## config.mk

```make
export PLATFORM = sky130hd
export DESIGN_NAME = debug_jtag_top
export DESIGN_NICKNAME = d
export VERILOG_FILES = /design/src/verilog/dbg_reg_pkg.sv /design/src/verilog/jtag_pkg.sv /design/src/verilog/cfg_bus_if.sv /design/src/verilog/jtag_ctl_if.sv /design/src/verilog/debug_jtag_top.sv /design/src/verilog/debug_reg_file.sv /design/src/verilog/jtag_dr_chain.sv /design/src/verilog/jtag_pin_sync.sv /design/src/verilog/jtag_tap_ctrl.sv
export SDC_FILE = /design/constraint.sdc
export NUM_CORES = 1
export LEC_CHECK = 0
export BUFFER_PORTS_ARGS = -buffer_cell sky130_fd_sc_hd__buf_2
export CAP_MARGIN = 20
export CORE_MARGIN = 2
export CORE_UTILIZATION = 60
export DETAILED_ROUTE_END_ITERATION = 10
export PLACE_DENSITY_LB_ADDON = 0.05
export SLEW_MARGIN = 20
export SYNTH_ARGS = -nofsm -noshare
export SYNTH_HDL_FRONTEND = slang
export SYNTH_SLANG_ARGS = --single-unit
```

## constraint.sdc

```tcl
create_clock -name clk_i -period 4.3 [get_ports clk_i]
set_input_delay 0 -clock clk_i [delete_from_list [all_inputs] [get_ports clk_i]]
set_output_delay 0 -clock clk_i [all_outputs]
set_load 0.02 [all_outputs]
```

## src/verilog/dbg_reg_pkg.sv

```systemverilog
`default_nettype none

package dbg_reg_pkg;

	// Addresses 8 and up are read-only status
	typedef enum logic [3:0] {
		ANALOG_CTL = 4'd0,
		DCORE_CTL  = 4'd1,
		CDR_GAIN   = 4'd2,
		SRAM_ADDR  = 4'd3,
		RESET_CTL  = 4'd4,
		ADC_AVG    = 4'd8,
		PFD_OFFSET = 4'd9,
		SRAM_DATA  = 4'd10
	} dbg_addr_t;

	typedef logic [15:0] dbg_data_t;

	localparam int CFG_DR_WIDTH = 21;

	// Scan word layout, MSB first
	typedef struct packed {
		logic      wr;
		dbg_addr_t addr;
		dbg_data_t data;
	} cfg_dr_t;

	localparam int CDR_GAIN_WIDTH = 8;

	typedef struct packed {
		logic [CDR_GAIN_WIDTH-1:0] i_val;
		logic [CDR_GAIN_WIDTH-1:0] p_val;
	} cdr_gain_t;

	// RESET_CTL bits, active low component resets
	localparam int RST_INT_BIT  = 0;
	localparam int RST_SRAM_BIT = 1;
	localparam int RST_CDR_BIT  = 2;

	localparam int SRAM_ADDR_WIDTH = 10;

endpackage

`default_nettype wire

```

## src/verilog/jtag_pkg.sv

```systemverilog
`default_nettype none

package jtag_pkg;

	// IEEE 1149.1 TAP controller states
	typedef enum logic [3:0] {
		TEST_LOGIC_RESET = 4'h0,
		RUN_TEST_IDLE    = 4'h1,
		SELECT_DR_SCAN   = 4'h2,
		CAPTURE_DR       = 4'h3,
		SHIFT_DR         = 4'h4,
		EXIT1_DR         = 4'h5,
		PAUSE_DR         = 4'h6,
		EXIT2_DR         = 4'h7,
		UPDATE_DR        = 4'h8,
		SELECT_IR_SCAN   = 4'h9,
		CAPTURE_IR       = 4'ha,
		SHIFT_IR         = 4'hb,
		EXIT1_IR         = 4'hc,
		PAUSE_IR         = 4'hd,
		EXIT2_IR         = 4'he,
		UPDATE_IR        = 4'hf
	} tap_state_t;

	localparam int IR_WIDTH = 4;

	typedef enum logic [IR_WIDTH-1:0] {
		INSTR_IDCODE     = 4'b0001,
		INSTR_CFG_ACCESS = 4'b0010,
		INSTR_BYPASS     = 4'b1111
	} jtag_instr_t;

	typedef logic [31:0] idcode_t;

	// Bit 0 must be set for a valid IDCODE
	localparam idcode_t DEFAULT_IDCODE = 32'h1D0C_0A5F;

endpackage

`default_nettype wire

```

## src/verilog/cfg_bus_if.sv

```systemverilog
`timescale 1ns/1ps
`default_nettype none

interface cfg_bus_if
	import dbg_reg_pkg::*;
();
	logic      wr_en;
	dbg_addr_t addr;
	dbg_data_t wdata;
	// Combinational read of addr
	dbg_data_t rdata;

	modport master (
		output wr_en,
		output addr,
		output wdata,
		input  rdata
	);

	modport slave (
		input  wr_en,
		input  addr,
		input  wdata,
		output rdata
	);
endinterface

`default_nettype wire

```

## src/verilog/jtag_ctl_if.sv

```systemverilog
`timescale 1ns/1ps
`default_nettype none

interface jtag_ctl_if
	import jtag_pkg::*;
();
	logic        tck_rise;
	logic        tck_fall;
	logic        tdi;
	// Strobes only valid together with tck_rise
	logic        capture_dr;
	logic        shift_dr;
	logic        update_dr;
	jtag_instr_t instr;

	modport tap (
		output tck_rise,
		output tck_fall,
		output tdi,
		output capture_dr,
		output shift_dr,
		output update_dr,
		output instr
	);

	modport chain (
		input tck_rise,
		input tck_fall,
		input tdi,
		input capture_dr,
		input shift_dr,
		input update_dr,
		input instr
	);
endinterface

`default_nettype wire

```

## src/verilog/debug_jtag_top.sv

```systemverilog
`timescale 1ns/1ps
`default_nettype none

module debug_jtag_top
	import jtag_pkg::*;
	import dbg_reg_pkg::*;
#(
	parameter int      SYNC_STAGES = 2,
	parameter idcode_t IDCODE      = DEFAULT_IDCODE
) (
	input  wire logic                  clk_i,
	input  wire logic                  rst_n_i,
	input  wire logic                  tck_i,
	input  wire logic                  tms_i,
	input  wire logic                  tdi_i,
	input  wire logic                  trst_n_i,
	input  wire dbg_data_t             adc_avg_i,
	input  wire dbg_data_t             pfd_offset_i,
	input  wire dbg_data_t             sram_data_i,
	output logic                       tdo_o,
	output dbg_data_t                  afe_ctl_o,
	output logic                       afe_rstb_o,
	output dbg_data_t                  dcore_ctl_o,
	output logic [CDR_GAIN_WIDTH-1:0]  cdr_i_val_o,
	output logic [CDR_GAIN_WIDTH-1:0]  cdr_p_val_o,
	output logic                       cdr_rstb_o,
	output logic [SRAM_ADDR_WIDTH-1:0] sram_addr_o,
	output logic                       sram_rstb_o
);
	logic tck_rise;
	logic tck_fall;
	logic tms_s;
	logic tdi_s;
	logic trst_n_s;
	logic ir_tdo;
	logic ir_sel;

	jtag_ctl_if ctl_if ();
	cfg_bus_if  cfg_if ();

	jtag_pin_sync #(
		.SYNC_STAGES(SYNC_STAGES)
	) pin_sync0 (
		.clk_i     (clk_i),
		.rst_n_i   (rst_n_i),
		.tck_i     (tck_i),
		.tms_i     (tms_i),
		.tdi_i     (tdi_i),
		.trst_n_i  (trst_n_i),
		.tck_rise_o(tck_rise),
		.tck_fall_o(tck_fall),
		.tms_o     (tms_s),
		.tdi_o     (tdi_s),
		.trst_n_o  (trst_n_s)
	);

	jtag_tap_ctrl tap0 (
		.clk_i     (clk_i),
		.rst_n_i   (rst_n_i),
		.tck_rise_i(tck_rise),
		.tck_fall_i(tck_fall),
		.tms_i     (tms_s),
		.tdi_i     (tdi_s),
		.trst_n_i  (trst_n_s),
		.ctl       (ctl_if.tap),
		.ir_tdo_o  (ir_tdo),
		.ir_sel_o  (ir_sel)
	);

	jtag_dr_chain #(
		.IDCODE(IDCODE)
	) chain0 (
		.clk_i   (clk_i),
		.rst_n_i (rst_n_i),
		.ctl     (ctl_if.chain),
		.cfg     (cfg_if.master),
		.ir_tdo_i(ir_tdo),
		.ir_sel_i(ir_sel),
		.tdo_o   (tdo_o)
	);

	debug_reg_file regs0 (
		.clk_i       (clk_i),
		.rst_n_i     (rst_n_i),
		.cfg         (cfg_if.slave),
		.adc_avg_i   (adc_avg_i),
		.pfd_offset_i(pfd_offset_i),
		.sram_data_i (sram_data_i),
		.afe_ctl_o   (afe_ctl_o),
		.afe_rstb_o  (afe_rstb_o),
		.dcore_ctl_o (dcore_ctl_o),
		.cdr_i_val_o (cdr_i_val_o),
		.cdr_p_val_o (cdr_p_val_o),
		.cdr_rstb_o  (cdr_rstb_o),
		.sram_addr_o (sram_addr_o),
		.sram_rstb_o (sram_rstb_o)
	);

endmodule

`default_nettype wire

```

## src/verilog/debug_reg_file.sv

```systemverilog
`timescale 1ns/1ps
`default_nettype none

module debug_reg_file
	import dbg_reg_pkg::*;
(
	input  wire logic                       clk_i,
	input  wire logic                       rst_n_i,
	cfg_bus_if.slave                        cfg,
	input  wire dbg_data_t                  adc_avg_i,
	input  wire dbg_data_t                  pfd_offset_i,
	input  wire dbg_data_t                  sram_data_i,
	output dbg_data_t                       afe_ctl_o,
	output logic                            afe_rstb_o,
	output dbg_data_t                       dcore_ctl_o,
	output logic [CDR_GAIN_WIDTH-1:0]       cdr_i_val_o,
	output logic [CDR_GAIN_WIDTH-1:0]       cdr_p_val_o,
	output logic                            cdr_rstb_o,
	output logic [SRAM_ADDR_WIDTH-1:0]      sram_addr_o,
	output logic                            sram_rstb_o
);
	dbg_data_t analog_q;
	dbg_data_t dcore_q;
	cdr_gain_t cdr_gain_q;
	dbg_data_t sram_addr_q;
	dbg_data_t reset_ctl_q;

	// Status addresses and holes drop writes
	always_ff @(posedge clk_i or negedge rst_n_i) begin
		if (!rst_n_i) begin
			analog_q    <= '0;
			dcore_q     <= '0;
			cdr_gain_q  <= '0;
			sram_addr_q <= '0;
			reset_ctl_q <= '0;
		end else if (cfg.wr_en) begin
			case (cfg.addr)
				ANALOG_CTL: analog_q <= cfg.wdata;
				DCORE_CTL:  dcore_q <= cfg.wdata;
				CDR_GAIN:   cdr_gain_q <= cdr_gain_t'(cfg.wdata);
				SRAM_ADDR:  sram_addr_q <= cfg.wdata;
				RESET_CTL:  reset_ctl_q <= cfg.wdata;
				default: ;
			endcase
		end
	end

	always_comb begin
		case (cfg.addr)
			ANALOG_CTL: cfg.rdata = analog_q;
			DCORE_CTL:  cfg.rdata = dcore_q;
			CDR_GAIN:   cfg.rdata = dbg_data_t'(cdr_gain_q);
			SRAM_ADDR:  cfg.rdata = sram_addr_q;
			RESET_CTL:  cfg.rdata = reset_ctl_q;
			ADC_AVG:    cfg.rdata = adc_avg_i;
			PFD_OFFSET: cfg.rdata = pfd_offset_i;
			SRAM_DATA:  cfg.rdata = sram_data_i;
			default:    cfg.rdata = '0;
		endcase
	end

	assign afe_ctl_o   = analog_q;
	assign dcore_ctl_o = dcore_q;
	assign cdr_i_val_o = cdr_gain_q.i_val;
	assign cdr_p_val_o = cdr_gain_q.p_val;
	assign sram_addr_o = sram_addr_q[SRAM_ADDR_WIDTH-1:0];

	// Component held in reset by chip reset or its own bit
	assign afe_rstb_o  = rst_n_i && reset_ctl_q[RST_INT_BIT];
	assign sram_rstb_o = rst_n_i && reset_ctl_q[RST_SRAM_BIT];
	assign cdr_rstb_o  = rst_n_i && reset_ctl_q[RST_CDR_BIT];

endmodule

`default_nettype wire

```

## src/verilog/jtag_dr_chain.sv

```systemverilog
`timescale 1ns/1ps
`default_nettype none

module jtag_dr_chain
	import jtag_pkg::*;
	import dbg_reg_pkg::*;
#(
	parameter idcode_t IDCODE = DEFAULT_IDCODE
) (
	input  wire logic clk_i,
	input  wire logic rst_n_i,
	jtag_ctl_if.chain ctl,
	cfg_bus_if.master cfg,
	input  wire logic ir_tdo_i,
	input  wire logic ir_sel_i,
	output logic      tdo_o
);
	idcode_t                 idcode_q;
	logic                    bypass_q;
	logic [CFG_DR_WIDTH-1:0] cfg_shift_q;
	cfg_dr_t                 cfg_scan;
	dbg_addr_t               addr_q;
	dbg_data_t               wdata_q;
	logic                    wr_en_q;
	logic                    dr_active_q;
	logic                    dr_tdo;

	assign cfg_scan = cfg_dr_t'(cfg_shift_q);

	// Data registers shift right, TDI enters at the MSB
	always_ff @(posedge clk_i) begin
		if (ctl.capture_dr) begin
			idcode_q    <= IDCODE;
			bypass_q    <= 1'b0;
			cfg_shift_q <= {1'b0, addr_q, cfg.rdata};
		end else if (ctl.shift_dr) begin
			case (ctl.instr)
				INSTR_IDCODE: begin
					idcode_q <= {ctl.tdi, idcode_q[$bits(idcode_t)-1:1]};
				end
				INSTR_CFG_ACCESS: begin
					cfg_shift_q <= {ctl.tdi, cfg_shift_q[CFG_DR_WIDTH-1:1]};
				end
				default: begin
					bypass_q <= ctl.tdi;
				end
			endcase
		end else if (ctl.update_dr) begin
			wdata_q <= cfg_scan.data;
		end
	end

	// Address stays latched for the capture of the next scan
	always_ff @(posedge clk_i or negedge rst_n_i) begin
		if (!rst_n_i) begin
			addr_q  <= ANALOG_CTL;
			wr_en_q <= 1'b0;
		end else begin
			wr_en_q <= 1'b0;
			if (ctl.update_dr && ctl.instr == INSTR_CFG_ACCESS) begin
				addr_q  <= cfg_scan.addr;
				wr_en_q <= cfg_scan.wr;
			end
		end
	end

	assign cfg.wr_en = wr_en_q;
	assign cfg.addr  = addr_q;
	assign cfg.wdata = wdata_q;

	always_comb begin
		case (ctl.instr)
			INSTR_IDCODE:     dr_tdo = idcode_q[0];
			INSTR_CFG_ACCESS: dr_tdo = cfg_shift_q[0];
			default:          dr_tdo = bypass_q;
		endcase
	end

	// TDO launched on the falling TCK edge
	always_ff @(posedge clk_i or negedge rst_n_i) begin
		if (!rst_n_i) begin
			dr_active_q <= 1'b0;
			tdo_o       <= 1'b0;
		end else begin
			if (ctl.capture_dr) begin
				dr_active_q <= 1'b1;
			end else if (ctl.update_dr) begin
				dr_active_q <= 1'b0;
			end
			if (ctl.tck_fall) begin
				if (ir_sel_i) begin
					tdo_o <= ir_tdo_i;
				end else if (dr_active_q) begin
					tdo_o <= dr_tdo;
				end else begin
					tdo_o <= 1'b0;
				end
			end
		end
	end

	a_wr_single: assert property (@(posedge clk_i) disable iff (!rst_n_i)
		cfg.wr_en |=> !cfg.wr_en);

	// Strobes from the TAP only ride on a TCK rise
	a_strobe_on_rise: assert property (@(posedge clk_i) disable iff (!rst_n_i)
		(ctl.capture_dr || ctl.shift_dr || ctl.update_dr) |-> ctl.tck_rise);

endmodule

`default_nettype wire

```

## src/verilog/jtag_pin_sync.sv

```systemverilog
`timescale 1ns/1ps
`default_nettype none

module jtag_pin_sync #(
	parameter int SYNC_STAGES = 2
) (
	input  wire logic clk_i,
	input  wire logic rst_n_i,
	input  wire logic tck_i,
	input  wire logic tms_i,
	input  wire logic tdi_i,
	input  wire logic trst_n_i,
	output logic      tck_rise_o,
	output logic      tck_fall_o,
	output logic      tms_o,
	output logic      tdi_o,
	output logic      trst_n_o
);
	localparam int PIN_TCK  = 0;
	localparam int PIN_TMS  = 1;
	localparam int PIN_TDI  = 2;
	localparam int PIN_TRST = 3;

	// Idle levels: trst_n high, tdi low, tms high, tck low
	localparam logic [3:0] PIN_IDLE = 4'b1010;

	logic [3:0] pins;
	logic [3:0] pin_s;
	logic [3:0] sync_q [SYNC_STAGES];
	logic       tck_q;

	assign pins = {trst_n_i, tdi_i, tms_i, tck_i};
	assign pin_s = sync_q[SYNC_STAGES-1];

	always_ff @(posedge clk_i or negedge rst_n_i) begin
		if (!rst_n_i) begin
			for (int i = 0; i < SYNC_STAGES; i++) begin
				sync_q[i] <= PIN_IDLE;
			end
			tck_q      <= 1'b0;
			tck_rise_o <= 1'b0;
			tck_fall_o <= 1'b0;
			tms_o      <= 1'b1;
			tdi_o      <= 1'b0;
			trst_n_o   <= 1'b1;
		end else begin
			sync_q[0] <= pins;
			for (int i = 1; i < SYNC_STAGES; i++) begin
				sync_q[i] <= sync_q[i-1];
			end
			// Edge detect, other pins delayed to stay aligned with it
			tck_q      <= pin_s[PIN_TCK];
			tck_rise_o <= pin_s[PIN_TCK] & ~tck_q;
			tck_fall_o <= ~pin_s[PIN_TCK] & tck_q;
			tms_o      <= pin_s[PIN_TMS];
			tdi_o      <= pin_s[PIN_TDI];
			trst_n_o   <= pin_s[PIN_TRST];
		end
	end

	// An edge strobe is never followed by another in the next clock
	a_edges_apart: assert property (@(posedge clk_i) disable iff (!rst_n_i)
		(tck_rise_o || tck_fall_o) |=> !(tck_rise_o || tck_fall_o));

endmodule

`default_nettype wire

```

## src/verilog/jtag_tap_ctrl.sv

```systemverilog
`timescale 1ns/1ps
`default_nettype none

module jtag_tap_ctrl
	import jtag_pkg::*;
(
	input  wire logic  clk_i,
	input  wire logic  rst_n_i,
	input  wire logic  tck_rise_i,
	input  wire logic  tck_fall_i,
	input  wire logic  tms_i,
	input  wire logic  tdi_i,
	input  wire logic  trst_n_i,
	jtag_ctl_if.tap    ctl,
	output logic       ir_tdo_o,
	output logic       ir_sel_o
);
	// Fixed pattern loaded at Capture-IR
	localparam logic [IR_WIDTH-1:0] IR_CAPTURE = 4'b0001;

	tap_state_t            state_q;
	tap_state_t            state_d;
	logic [IR_WIDTH-1:0]   ir_shift_q;
	jtag_instr_t           instr_q;

	function automatic jtag_instr_t decode_instr(input logic [IR_WIDTH-1:0] code);
		case (code)
			INSTR_IDCODE,
			INSTR_CFG_ACCESS: decode_instr = jtag_instr_t'(code);
			default:          decode_instr = INSTR_BYPASS;
		endcase
	endfunction

	always_comb begin
		case (state_q)
			TEST_LOGIC_RESET: state_d = tms_i ? TEST_LOGIC_RESET : RUN_TEST_IDLE;
			RUN_TEST_IDLE:    state_d = tms_i ? SELECT_DR_SCAN : RUN_TEST_IDLE;
			SELECT_DR_SCAN:   state_d = tms_i ? SELECT_IR_SCAN : CAPTURE_DR;
			CAPTURE_DR:       state_d = tms_i ? EXIT1_DR : SHIFT_DR;
			SHIFT_DR:         state_d = tms_i ? EXIT1_DR : SHIFT_DR;
			EXIT1_DR:         state_d = tms_i ? UPDATE_DR : PAUSE_DR;
			PAUSE_DR:         state_d = tms_i ? EXIT2_DR : PAUSE_DR;
			EXIT2_DR:         state_d = tms_i ? UPDATE_DR : SHIFT_DR;
			UPDATE_DR:        state_d = tms_i ? SELECT_DR_SCAN : RUN_TEST_IDLE;
			SELECT_IR_SCAN:   state_d = tms_i ? TEST_LOGIC_RESET : CAPTURE_IR;
			CAPTURE_IR:       state_d = tms_i ? EXIT1_IR : SHIFT_IR;
			SHIFT_IR:         state_d = tms_i ? EXIT1_IR : SHIFT_IR;
			EXIT1_IR:         state_d = tms_i ? UPDATE_IR : PAUSE_IR;
			PAUSE_IR:         state_d = tms_i ? EXIT2_IR : PAUSE_IR;
			EXIT2_IR:         state_d = tms_i ? UPDATE_IR : SHIFT_IR;
			UPDATE_IR:        state_d = tms_i ? SELECT_DR_SCAN : RUN_TEST_IDLE;
			default:          state_d = TEST_LOGIC_RESET;
		endcase
	end

	always_ff @(posedge clk_i or negedge rst_n_i) begin
		if (!rst_n_i) begin
			state_q <= TEST_LOGIC_RESET;
		end else if (!trst_n_i) begin
			state_q <= TEST_LOGIC_RESET;
		end else if (tck_rise_i) begin
			state_q <= state_d;
		end
	end

	always_ff @(posedge clk_i or negedge rst_n_i) begin
		if (!rst_n_i) begin
			ir_shift_q <= IR_CAPTURE;
			instr_q    <= INSTR_IDCODE;
		end else if (!trst_n_i || state_q == TEST_LOGIC_RESET) begin
			instr_q <= INSTR_IDCODE;
		end else if (tck_rise_i) begin
			case (state_q)
				CAPTURE_IR: ir_shift_q <= IR_CAPTURE;
				SHIFT_IR:   ir_shift_q <= {tdi_i, ir_shift_q[IR_WIDTH-1:1]};
				UPDATE_IR:  instr_q <= decode_instr(ir_shift_q);
				default: ;
			endcase
		end
	end

	assign ctl.tck_rise   = tck_rise_i;
	assign ctl.tck_fall   = tck_fall_i;
	assign ctl.tdi        = tdi_i;
	assign ctl.capture_dr = tck_rise_i && (state_q == CAPTURE_DR);
	assign ctl.shift_dr   = tck_rise_i && (state_q == SHIFT_DR);
	assign ctl.update_dr  = tck_rise_i && (state_q == UPDATE_DR);
	assign ctl.instr      = instr_q;

	// LSB goes out first, the chain picks it while shifting IR
	assign ir_tdo_o = ir_shift_q[0];
	assign ir_sel_o = (state_q == SHIFT_IR);

	// Each TCK rise gives a single-cycle strobe
	a_one_strobe: assert property (@(posedge clk_i) disable iff (!rst_n_i)
		(ctl.capture_dr || ctl.shift_dr || ctl.update_dr)
		|=> !(ctl.capture_dr || ctl.shift_dr || ctl.update_dr));

endmodule

`default_nettype wire
```

==> out/metrics.json <==
{
  "run_status": "complete, no violations",
  "synth_top_cell_area_share": 0.312,
  "post_cts_setup_driven_buffer_insertion_count": 0,
  "coreArea_sq_um": 13800,
  "hold_viol": 0,
  "io_pins": 116,
  "worst_path_dominant_cell_family": "simple AND/OR/NAND/NOR gates",
  "setup_viol_count_final": 0,
  "cts.root.buffer_cell": "sky130_fd_sc_hd__clkbuf_16",
  "vias_in_the_first_global_route": 5906,
  "asr_flop_ratio_synth": 0.617,
  "timing_max_transition_violations_final": 0,
  "finalClockSkew_ns": 0.00855,
  "routed-wl-met3_um": 1270,
  "cts_buf_count": 17,
  "post-route-drc-count": 0,
  "synth_warnings": 0,
  "postSynthCellCount": 734,
  "worst_pin_slew_ns": 1.17,
  "master_of_the_slowest_instance_on_the_critical_path": "sky130_fd_sc_hd__nand3_1",
  "postRouteWirelength_um": 20100,
  "finalCoreUtilization": 0.699,
  "critical_path_required_ns": 4.61,
  "power.density_nw_per_um2": 351,
  "route.detailed.vias_per_inst": 6.12,
  "unrepaired_setup_endpoints_after_global_routing": "false",
  "grt_max_degree": 47,
  "post_synth.cell_area_avg_sq_um": 11.5,
  "critical_path_end_type": "flop",
  "critical-path-max-stage-delay_ns": 0.84,
  "synth.ff_latch_count": 183,
  "num-fill-cells": 1053,
  "count_of_flip_flops_with_a_built_in_enable_after_synthesis": 36,
  "yosysUniqueCellTypes": 70,
  "highest-signal-layer": "met4",
  "nNetsFinal": 875,
  "cts_buffer_depth": 2,
  "detailroute.via_count": 6209,
  "grt.overflow.total": 0,
  "synthesis.nets": 788,
  "final_cell_mix": "114 x sky130_fd_sc_hd__buf_2, 103 x sky130_fd_sc_hd__nand2_1, 103 x sky130_fd_sc_hd__dfrtp_1, 91 x sky130_fd_sc_hd__mux2_2, 36 x sky130_fd_sc_hd__edfxtp_1",
  "relSlewSlack": 0.221,
  "cts_htree_levels": 4,
  "synth_area_sq_um": 8410,
  "routed-wl-met2_um": 10100,
  "detail_route.iter0.violations": 586,
  "m1WireLength_um": 8390,
  "antenna_found_initial": 1,
  "cp_max_fo": 34,
  "lkg_pwr_uw": 0.00435,
  "tritoncts": "done",
  "core.rowCount": 43,
  "route.detailed.wl_per_inst_um": 19.8,
  "floorplan.die.height_um": 122,
  "port_buffers": 115,
  "mostFrequentLayoutCell": "sky130_fd_sc_hd__buf_2",
  "fmax_mhz": 349,
  "place.detailed.hpwl_um": 13300,
  "postSynth.topFlopCell": "sky130_fd_sc_hd__dfrtp_1",
  "synth.area.top_cells": "sky130_fd_sc_hd__dfrtp_1 31%, sky130_fd_sc_hd__edfxtp_1 13%, sky130_fd_sc_hd__mux2_2 12%",
  "clock_sink_count": 183,
  "cap_violations": 0,
  "all_layer_gr_usage": 0.278,
  "firstDrtPassIters": 5,
  "detailed_place.area_sq_um": 8980,
  "die-area_sq_um": 15000,
  "layout-drive-gt1-share": 0.326,
  "finish.instance_area_sq_um": 9620,
  "clkSlewWorstSetupHoldPaths_ns": 0.07,
  "critical_path.n_buffers_inverters": 0,
  "crit_path_cell_trace": "nor2_1 -> and2_1 -> nand3_1 -> mux2_2",
  "drtAntennaViolNets": 0,
  "yosys.area.top_type": "sky130_fd_sc_hd__dfrtp_1",
  "min-delay-path-class": "in -> reg",
  "clk_latency_ns": 0.43,
  "setup_total_negative_slack_ns": 0,
  "worstPathArrival_ns": 3.17,
  "layout-area-overhead-vs-synth_pct": 14.4,
  "worst_path_class_setup": "reg -> reg",
  "synth_sequential_area_ratio": 0.547,
  "start_kind": "flop",
  "period_needed_ns": 2.86,
  "die-width_um": 122,
  "routabilityCongestion": 0.850,
  "wire_length_of_the_first_global_routing_pass_um": 31300,
  "peakVddDrop_uv": 296,
  "floorplan.initialDensity": 0.611,
  "period_share": 0.666
}
==> cells in the mapped netlist (4+ instances only) <==
master / instances
sky130_fd_sc_hd__nand2_1: 103
sky130_fd_sc_hd__mux4_2: 4
sky130_fd_sc_hd__and2_1: 8
sky130_fd_sc_hd__buf_4: 11
sky130_fd_sc_hd__nand4_1: 6
sky130_fd_sc_hd__dfxtp_1: 34
sky130_fd_sc_hd__mux2i_1: 20
sky130_fd_sc_hd__dfstp_2: 8
sky130_fd_sc_hd__buf_2: 21
sky130_fd_sc_hd__mux2_2: 91
sky130_fd_sc_hd__edfxtp_1: 36
sky130_fd_sc_hd__a22o_1: 5
sky130_fd_sc_hd__and3_1: 4
sky130_fd_sc_hd__dfrtp_1: 105
sky130_fd_sc_hd__a21boi_0: 5
sky130_fd_sc_hd__nand4b_1: 4
sky130_fd_sc_hd__a32o_1: 5
sky130_fd_sc_hd__nor4_1: 6
sky130_fd_sc_hd__o2bb2ai_1: 4
sky130_fd_sc_hd__o311ai_0: 6
sky130_fd_sc_hd__a221oi_1: 5
sky130_fd_sc_hd__nor2_1: 21
sky130_fd_sc_hd__clkbuf_1: 28
sky130_fd_sc_hd__nor4bb_1: 5
sky130_fd_sc_hd__a21oi_1: 33
sky130_fd_sc_hd__nor2b_1: 10
sky130_fd_sc_hd__o22ai_1: 5
sky130_fd_sc_hd__a31oi_1: 8
sky130_fd_sc_hd__nand2b_1: 4
sky130_fd_sc_hd__and3b_1: 4
sky130_fd_sc_hd__a221o_1: 4
sky130_fd_sc_hd__nand3b_1: 13
sky130_fd_sc_hd__o21ai_0: 24
sky130_fd_sc_hd__nand3_1: 19
sky130_fd_sc_hd__inv_1: 10
==> worst reg2reg max path, stage by stage, from the launching register on <==
cell and delay [ns]:
sky130_fd_sc_hd__dfrtp_2 0.65, sky130_fd_sc_hd__nor2_1 0.40, sky130_fd_sc_hd__and2_1 0.24, sky130_fd_sc_hd__nand3_1 0.84
sky130_fd_sc_hd__mux2_2 0.62
==> flip-flops by register name, summed over array words and instances, names as in the netlist, 4 cells and up <==
name / count
pin_sync0.pin_s: 4
tap0.ctl.instr: 4
regs0.sram_addr_q: 16
pin_sync0.sync_q: 4
chain0.cfg_scan: 21
regs0.reset_ctl_q: 16
chain0.cfg.addr: 4
regs0.afe_ctl_o: 16
chain0.cfg.wdata: 16
regs0.dcore_ctl_o: 16
regs0.cdr_i_val_o: 8
chain0.idcode_q: 32
tap0.ir_shift_q: 4
tap0.state_q: 4
regs0.cdr_p_val_o: 8
==> logic make-up after synthesis <==
family,count (synthesis),share of synthesized area
AOI/OAI and AO/OA,129,0.104
xor gates and xnor gates,3,0.00312
buffers and inverters,73,0.0433
DFF,183,0.547
and+or+nand+nor,231,0.146
muxes,115,0.156
==> where the power goes <==
part           internal, uW  leakage [uW]  switching, uW
clock                   882      0.000288            651
sequential             1770       0.00214           9.81
combinational          29.4       0.00192           40.9
total                  2680       0.00435            701
==> final timing paths <==
path	startpoint	to	slack, ns	depth (start not counted)
min in group asynchronous	rst_n_i	regs0.afe_ctl_o[3]$_DFFE_PN0P_	0.12	2
worst min-delay path	pfd_offset_i[6]	chain0.cfg_scan[6]$_DFFE_PP_	0.09	3
max in group asynchronous	rst_n_i	chain0.cfg.addr[1]$_DFFE_PN0P_	3.22	3
worst max-delay path	chain0.cfg.addr[3]$_DFFE_PN0P_	regs0.sram_addr_q[15]$_DFFE_PN0P_	1.44	4
worst max register to register	chain0.cfg.addr[3]$_DFFE_PN0P_	regs0.sram_addr_q[15]$_DFFE_PN0P_	1.44	4
worst min register to register	pin_sync0.pin_s[2]$_DFF_PN0_	pin_sync0.tdi_o$_DFF_PN0_	0.35	0
==> through the flow <==
| stage | hold WS, ns | cells | power, uW | setup slack [ns] |
|---|---|---|---|---|
| 2_1_floorplan | -0.296 | 734 | 1830 | 1.88 |
| 3_3_place_gp | 0.0452 | 977 | 1880 | 1.64 |
| 3_5_place_dp | 0.0613 | 977 | 1880 | 1.53 |
| 4_1_cts | 0.0669 | 1014 | 3390 | 1.51 |
| 5_1_grt | 0.0877 | 1014 | 3480 | 1.30 |
| 6_report | 0.0873 | 1015 | 3380 | 1.44 |
==> repair_timing <==
item	4_1_cts	5_1_grt
hold buffers	5	0
resized for setup	0	0
endpoints found under the hold margin	48	0
==> layer usage <==
layer  vias to the layer above  GRT usage
met1                      3127      0.363
met3                        32     0.0604
met4                         0     0.0984
met2                       202      0.459
li1                       2848          -
met5                         -          0
==> layout make-up <==
type	instances	area, sq um	area share
sequential	183	4600	0.478
timing repair buffer	131	711	0.0739
multi-input combinational	478	3460	0.360
clock inverter	9	86.3	0.00897
antenna	1	2.50	0.000260
clock buffer	23	499	0.0519
inverter	10	37.5	0.00390
tap	180	225	0.0234
Power figures use the tool's default switching activity.
